`src/cache_pkg.sv`:
```
// Cache package with geometry, MESI encoding and request and response types
package cache_pkg;

    localparam int num_lines      = 256;
    localparam int words_per_line = 4;
    localparam int tag_width      = 20;
    localparam int index_width    = 8;
    localparam int offset_width   = 4;

    typedef logic [31:0] word_t;

    typedef enum logic [1:0] {
        m = 2'b00,  // Modified
        e = 2'b01,  // Exclusive
        s = 2'b10,  // Shared
        i = 2'b11   // Invalid
    } mesi_t;

    typedef struct packed {
        logic [tag_width-1:0]    tag;
        logic [index_width-1:0]  index;
        logic [offset_width-1:0] offset;  // Byte offset with the word number in [3:2]
    } cache_addr_t;

    // One cache line as flat bus bits or as separate words
    typedef union packed {
        logic [words_per_line*32-1:0]   flat;
        word_t [words_per_line-1:0]     words;
    } cache_line_u;

    typedef struct packed {
        logic        write;
        cache_addr_t addr;
        word_t       wdata;
    } proc_req_t;

    typedef struct packed {
        word_t rdata;
        logic  hit;
    } proc_resp_t;

    typedef struct packed {
        logic        write;  // Write-back of a victim
        logic        excl;   // Refill asked for ownership
        cache_addr_t addr;   // Line aligned
        cache_line_u line;
    } bus_req_t;

    typedef struct packed {
        cache_line_u line;
        mesi_t       state;  // State granted to the refilled line
    } bus_resp_t;

    typedef struct packed {
        cache_addr_t addr;
        mesi_t       new_state;
    } snoop_req_t;

    typedef struct packed {
        logic  hit;
        word_t data;
        mesi_t old_state;
    } snoop_resp_t;

    typedef struct packed {
        logic [tag_width-1:0] tag;
        logic                 valid;
        mesi_t                state;
    } tag_entry_t;

endpackage

```
`src/cache_ctrl.sv`:
```
// Cache controller FSM sequencing lookups, write-back, refill, snoops and flush
`timescale 1ns/1ps

module cache_ctrl (
    input  logic                                          clk,
    input  logic                                          rst,
    input  logic                                          proc_req_valid,
    output logic                                          proc_req_ready,
    input  cache_pkg::proc_req_t                          proc_req,
    output logic                                          proc_resp_valid,
    output cache_pkg::proc_resp_t                         proc_resp,
    output logic                                          bus_req_valid,
    input  logic                                          bus_req_ready,
    output cache_pkg::bus_req_t                           bus_req,
    input  logic                                          bus_resp_valid,
    input  cache_pkg::bus_resp_t                          bus_resp,
    input  logic                                          snoop_req_valid,
    output logic                                          snoop_req_ready,
    input  cache_pkg::snoop_req_t                         snoop_req,
    output logic                                          snoop_resp_valid,
    output cache_pkg::snoop_resp_t                        snoop_resp,
    input  logic                                          flush_valid,
    output logic                                          flush_ready,
    output logic                                          tag_lookup_en,
    output logic [cache_pkg::index_width-1:0]             tag_lookup_index,
    input  cache_pkg::tag_entry_t                         tag_entry,
    output logic                                          tag_write_en,
    output logic [cache_pkg::index_width-1:0]             tag_write_index,
    output cache_pkg::tag_entry_t                         tag_write_entry,
    output logic                                          flush_start,
    input  logic                                          flush_busy,
    output logic                                          data_lookup_en,
    output logic [cache_pkg::index_width-1:0]             data_lookup_index,
    input  cache_pkg::cache_line_u                        data_line,
    output logic                                          data_write_en,
    output logic [cache_pkg::index_width-1:0]             data_write_index,
    output cache_pkg::cache_line_u                        data_write_line,
    output logic                                          data_word_en,
    output logic [$clog2(cache_pkg::words_per_line)-1:0]  data_word_sel,
    output cache_pkg::word_t                              data_word_data
);
    import cache_pkg::*;

    typedef enum logic [2:0] {
        idle, lookup, respond, writeback, refill, fill, snoop_check, flush_wait
    } state_t;

    state_t      state_q, state_d;
    logic        run_q;         // Set once reset is released
    logic        snoop_q;       // Current request came from the snooper
    logic        miss_q;        // Refill done and response comes from fill_line_q
    logic        sent_q;        // Refill request already transferred
    cache_addr_t addr_q;
    logic        write_q;
    word_t       wdata_q;
    mesi_t       new_state_q;
    cache_line_u fill_line_q;
    mesi_t       fill_state_q;
    logic        accept_snoop, accept_flush, accept_proc;
    logic        tag_hit;
    logic [$clog2(words_per_line)-1:0] word_sel;

    assign snoop_req_ready = run_q && (state_q == idle);
    assign flush_ready     = snoop_req_ready && !snoop_req_valid;
    assign proc_req_ready  = flush_ready && !flush_valid;
    assign accept_snoop    = snoop_req_valid && snoop_req_ready;
    assign accept_flush    = flush_valid && flush_ready;
    assign accept_proc     = proc_req_valid && proc_req_ready;
    assign flush_start     = accept_flush;

    assign tag_hit  = tag_entry.valid && (tag_entry.tag == addr_q.tag);
    assign word_sel = addr_q.offset[offset_width-1:2];

    always_comb begin
        state_d = state_q;
        case (state_q)
            idle: begin
                if (accept_snoop || accept_proc) begin
                    state_d = lookup;
                end else if (accept_flush) begin
                    state_d = flush_wait;
                end
            end
            lookup:    state_d = snoop_q ? snoop_check : respond;
            respond: begin
                if (miss_q || tag_hit) begin
                    state_d = idle;
                end else if (tag_entry.valid && tag_entry.state == m) begin
                    state_d = writeback;  // Dirty victim goes out first
                end else begin
                    state_d = refill;
                end
            end
            writeback: if (bus_req_ready) state_d = refill;
            refill:    if (sent_q && bus_resp_valid) state_d = fill;
            fill:      state_d = respond;
            snoop_check: state_d = idle;
            flush_wait:  if (!flush_busy) state_d = idle;
            default:     state_d = idle;
        endcase
    end

    always_ff @(posedge clk or posedge rst) begin
        if (rst) begin
            state_q <= idle;
            run_q   <= 1'b0;
            snoop_q <= 1'b0;
            miss_q  <= 1'b0;
            sent_q  <= 1'b0;
        end else begin
            state_q <= state_d;
            run_q   <= 1'b1;
            if (accept_snoop) begin
                snoop_q <= 1'b1;
            end else if (accept_proc) begin
                snoop_q <= 1'b0;
            end
            if (state_q == idle) begin
                miss_q <= 1'b0;
            end else if (state_q == respond && !miss_q && !tag_hit) begin
                miss_q <= 1'b1;
            end
            if (state_q != refill) begin
                sent_q <= 1'b0;
            end else if (bus_req_valid && bus_req_ready) begin
                sent_q <= 1'b1;
            end
        end
    end

    always_ff @(posedge clk) begin
        if (accept_snoop) begin
            addr_q      <= snoop_req.addr;
            new_state_q <= snoop_req.new_state;
        end else if (accept_proc) begin
            addr_q  <= proc_req.addr;
            write_q <= proc_req.write;
            wdata_q <= proc_req.wdata;
        end
        if (state_q == refill && bus_resp_valid) begin
            fill_line_q  <= bus_resp.line;
            fill_state_q <= bus_resp.state;
        end
    end

    assign tag_lookup_en     = (state_q == lookup);
    assign tag_lookup_index  = addr_q.index;
    assign data_lookup_en    = (state_q == lookup);
    assign data_lookup_index = addr_q.index;

    always_comb begin
        tag_write_en          = 1'b0;
        tag_write_index       = addr_q.index;
        tag_write_entry.tag   = addr_q.tag;
        tag_write_entry.valid = 1'b1;
        tag_write_entry.state = m;
        data_write_en         = 1'b0;
        data_write_index      = addr_q.index;
        data_write_line       = data_line;
        data_word_en          = 1'b0;
        data_word_sel         = word_sel;
        data_word_data        = wdata_q;
        case (state_q)
            respond: begin
                if (!miss_q && tag_hit && write_q) begin  // Write hit
                    tag_write_en  = 1'b1;
                    data_write_en = 1'b1;
                    data_word_en  = 1'b1;
                end
            end
            fill: begin
                tag_write_en          = 1'b1;
                tag_write_entry.state = fill_state_q;
                data_write_en         = 1'b1;
                data_write_line       = fill_line_q;
                data_word_en          = write_q;  // Merge for write-allocate
            end
            snoop_check: begin
                if (tag_hit) begin
                    tag_write_en          = 1'b1;
                    tag_write_entry.valid = (new_state_q != i);
                    tag_write_entry.state = new_state_q;
                end
            end
            default: ;
        endcase
    end

    always_comb begin
        proc_resp_valid = (state_q == respond) && (miss_q || tag_hit);
        proc_resp.hit   = !miss_q;
        if (write_q) begin
            proc_resp.rdata = wdata_q;
        end else if (miss_q) begin
            proc_resp.rdata = fill_line_q.words[word_sel];
        end else begin
            proc_resp.rdata = data_line.words[word_sel];
        end
    end

    always_comb begin
        snoop_resp_valid     = (state_q == snoop_check);
        snoop_resp.hit       = tag_hit;
        snoop_resp.data      = data_line.words[word_sel];
        snoop_resp.old_state = tag_hit ? tag_entry.state : i;
    end

    // Victim address in write-back and the requested line otherwise
    always_comb begin
        bus_req_valid     = (state_q == writeback) || (state_q == refill && !sent_q);
        bus_req.write     = (state_q == writeback);
        bus_req.excl      = write_q;
        bus_req.addr      = addr_q;
        bus_req.addr.offset = '0;
        if (state_q == writeback) begin
            bus_req.excl     = 1'b0;
            bus_req.addr.tag = tag_entry.tag;
        end
        bus_req.line.flat = data_line.flat;
    end

endmodule

```
`config.mk`:
```
export PLATFORM = sky130hd
export DESIGN_NAME = cache_ctrl
export DESIGN_NICKNAME = d
export VERILOG_FILES = /design/src/cache_pkg.sv /design/src/cache_ctrl.sv
export SDC_FILE = /design/constraint.sdc
export NUM_CORES = 1
export LEC_CHECK = 0
export ABC_AREA = 1
export BUFFER_PORTS_ARGS = -buffer_cell sky130_fd_sc_hd__buf_2
export CORE_AREA = 2 2 331 333
export DETAILED_ROUTE_END_ITERATION = 16
export DIE_AREA = 0 0 333 335
export GPL_TIMING_DRIVEN = 0
export SETUP_SLACK_MARGIN = 0.02
export SLEW_MARGIN = 10
export SYNTH_ARGS = -nofsm -noshare
export SYNTH_HDL_FRONTEND = slang
export SYNTH_SLANG_ARGS = --single-unit
```
`constraint.sdc`:
```
create_clock -name clk -period 9.6 [get_ports clk]
set_input_delay 1.44 -clock clk [delete_from_list [all_inputs] [get_ports clk]]
set_output_delay 1.44 -clock clk [all_outputs]
set_load 0.01 [all_outputs]
```
==> summary.md <==
| Metric | Value |
|---|---|
| Final core occ | between 10% and 20% |
| Critical Path Sink | proc_resp[18] |
| CP startpoint kind | flop |
| Finish-stage setup viols | 0 |
| WP buf/inv | 3 |
| Setup WS pre-CTS | 4800 ps |
| RSZ-0062 raised after global routing | false |
| Worst Path Required | 8160 ps |
| WL/cell | 27.8 microns |
| Violation count after the first detailed-routing iteration | 1,518 |
| FF-to-FF path depth | 4 |
| R2r endpoint | miss_q |
| Post-CTS Hold Buffers | 0 |
| Layout area overhead | 57.3% |
| Cell family with most CP delay | buffers and inverters |
| Peak VDD IR | 141 uV |
| CP Launch Point | data_word_sel[1] |
| Die X | 333 microns |
| Initial antenna violation count | 44 |
| Initial Utilization | 11.6% |
| Synthesis-stage register bit count | 202 |
| Slowest stage cell on the critical path | clkbuf_1 |
| Final Hold Slack | 490 ps |
| I/O pin total | 847 |
| Clock Tree Root | clkbuf_16 |
| Clk sink count | 202 |
| Post-synth cell types | 28 |
| Seq/Total Area, Yosys | between 40% and 50% |
| Max-slew headroom | 11.5% |
| Total core area | around 0.11 sq mm |
| Synth top area share | 46.6% |
| FF-to-FF setup slack | 7150 ps |
| Clock Latency Late Sink | between 600 and 700 ps |
| Minimum clock period | 5250 ps |
| Max-Cap Viols | 0 |
| Die ar. | 0.112 sq mm |
| Post-Syn Area per Cell | ~7.7 sq um |
| Max FO, Critical Path | 11 |
| CTS Buf Count | 29 |
| Synth warnings | 0 |
| Setup CP Type | flop to primary output |
| Routed Antenna Nets | 0 |
| Die Ht | 335 microns |
| Total grt overflow | 0 |
| Hold Crit Class | flop to flop |
| H-tree depth | 1 |
| Worst path depth | 7 |
| Layout cells sized above 1 | 44.7% |
| Routability Congestion | 0.933 |
| PortBufs | 838 |
| Synth Flop Type | edfxtp_1 |
| Hold Fails Final Rpt | 0 |
| Synth cell count leaders | nand2_1, edfxtp_1, nor2_1, buf_4, o21ai_0 |
| Critical Path End Type | primary output |
| P_leak | 9.54 nW |
| GRT Overall Usage | between 10% and 20% |
| Post-Route WL | between 100,000 and 150,000 microns |
| RR Startpoint | miss_q |
| Skew final | 23.8 ps |
| Post-DP HPWL | 90,700 microns |
| Setup Buffers After CTS | 0 |
| Final worst slack | 4350 ps |
| Vias per cell | 4.01 |
| First-pass DRT Iterations | 6 |
| Mapped Area | 0.0126 sq mm |
| Slowest cell delay on critical path | 910 ps |
| Synth area leaders | edfxtp_1, nand2_1, buf_4 |
| Syn Inst Count | ~1,600 |
| Final Power | about 0.0044 W |
| DRC | 0 |
| Fin nets | 2,894 |
| Vias | around 16,000 |
| Post-synth EDFFs | 195 |
| CTS tree | yes |
| Crit path cell chain | clkinv_1, clkbuf_1, o21ai_0, o22ai_1, nor2_1, o21ai_1, buf_2 |
| Post-CTS resize count | 0 |
| Most common cell in the netlist | nand2_1 |
| Largest net degree at the start of global routing | 31 |
| Worst EP arrival | 3810 ps |
| Fin. max-slew vios | 0 |
| First-pass GRT wire length | around 140,000 microns |
| Period utilisation layout | 54.7% |
| Yosys top cell by area | edfxtp_1 |
| Clock-pin slew of the registers on the worst-case setup and hold paths | 60 ps |
| PD cells | 220 mW/mm^2 |
| Status | finished, final reports clean |
| Fmax | approximately 190 MHz |
| Least-Margin Pin Slew | approximately 1300 ps |
| Vias in the first global route | between 10,000 and 15,000 |
| Synth async-reset ratio | 3.47% |
| Clock Tree Buf Depth | 3 |
| Std-Cell Rows | approximately 120 |
-- cell usage in the layout, fill, tap and decap left out, types with 22 or more instances in the layout --
cell | netlist | layout
buf_4 | 167 | 167
o21ai_0 | 157 | 157
inv_1 | 52 | 51
diode_2 | 0 | 22
edfxtp_1 | 195 | 195
a31oi_1 | 23 | 23
clkbuf_1 | 46 | 45
o22ai_1 | 64 | 64
buf_2 | 45 | 883
nor2_1 | 179 | 178
nand2_1 | 629 | 628
clkbuf_16 | 0 | 29
-- final cells by class --
| class | instances | area, sq um |
|---|---|---|
| diodes | 22 | 55.1 |
| plain buffers | 259 | 1660 |
| clock buffers | 33 | 741 |
| clock inverters | 19 | 272 |
| fillers | 12382 | 88300 |
| inverters | 62 | 235 |
| multi-input cells | 1107 | 4680 |
| flip-flops and latches | 202 | 6030 |
| well taps | 1414 | 1770 |
| repair buffers | 845 | 4340 |
-- logic make-up (layout without fill, tap and decap cells) --
kind of cell,count (synthesis),after routing,synth area share (%)
xor gates and xnor gates,1,1,0.0696
and+or+nand+nor,839,839,25.6
buffers and inverters,321,1218,15.0
DFF,202,202,47.9
AOI/OAI and AO/OA,262,262,11.3
other,2,27,0.0597
-- registers in the layout (all words and copies together), names as in the netlist --
register           flops
data_lookup_index      8
data_word_data        32
data_word_sel          2
fill_line_q          128
fill_state_q           2
miss_q                 1
new_state_q            2
run_q                  1
sent_q                 1
snoop_q                1
state_q                3
tag_write_entry       20
write_q                1
-- power by group --
group	total [W]	switching (W)	internal, W
Clock	0.00121	0.000490	0.000715
Combinational	0.00193	0.00138	0.000550
Sequential	0.00123	0.0000995	0.00113
Total	0.00436	0.00197	0.00239
-- worst min path at each step --
stage            start       to  slack (ps)  cells past startpoint
4_1_cts        snoop_q  snoop_q         490                      2
3_3_place_gp   snoop_q  snoop_q         460                      2
2_1_floorplan  snoop_q  snoop_q         440                      2
6_report       snoop_q  snoop_q         490                      2
5_1_grt        snoop_q  snoop_q         530                      2
3_5_place_dp   snoop_q  snoop_q         480                      2
-- stage by stage --
stage	cell area, sq um	TNS, ps	std cells
after floorplan	12600	0	1630
after global placement	18600	-287150	3882
after detailed placement	18700	0	3889
after CTS	19700	0	3941
after global routing	19700	0	3945
final	19800	0	3963
-- metal layers --
layer,track usage [%],wire [microns],vias to the layer above
met5,0,109,-
met4,7.59,5000,16
met3,4.73,10000,236
met2,29.9,49300,1199
met1,24.1,45900,7498
li1,-,-,6962
-- worst register-to-register path: cells and delay by family, from the launching register on --
kind / cells / cell delay (ps)
AOI/OAI and AO/OA: 1 / 260
buffers and inverters: 3 / 1800
DFF: 1 / 320
(Power assumes the default switching activity.)
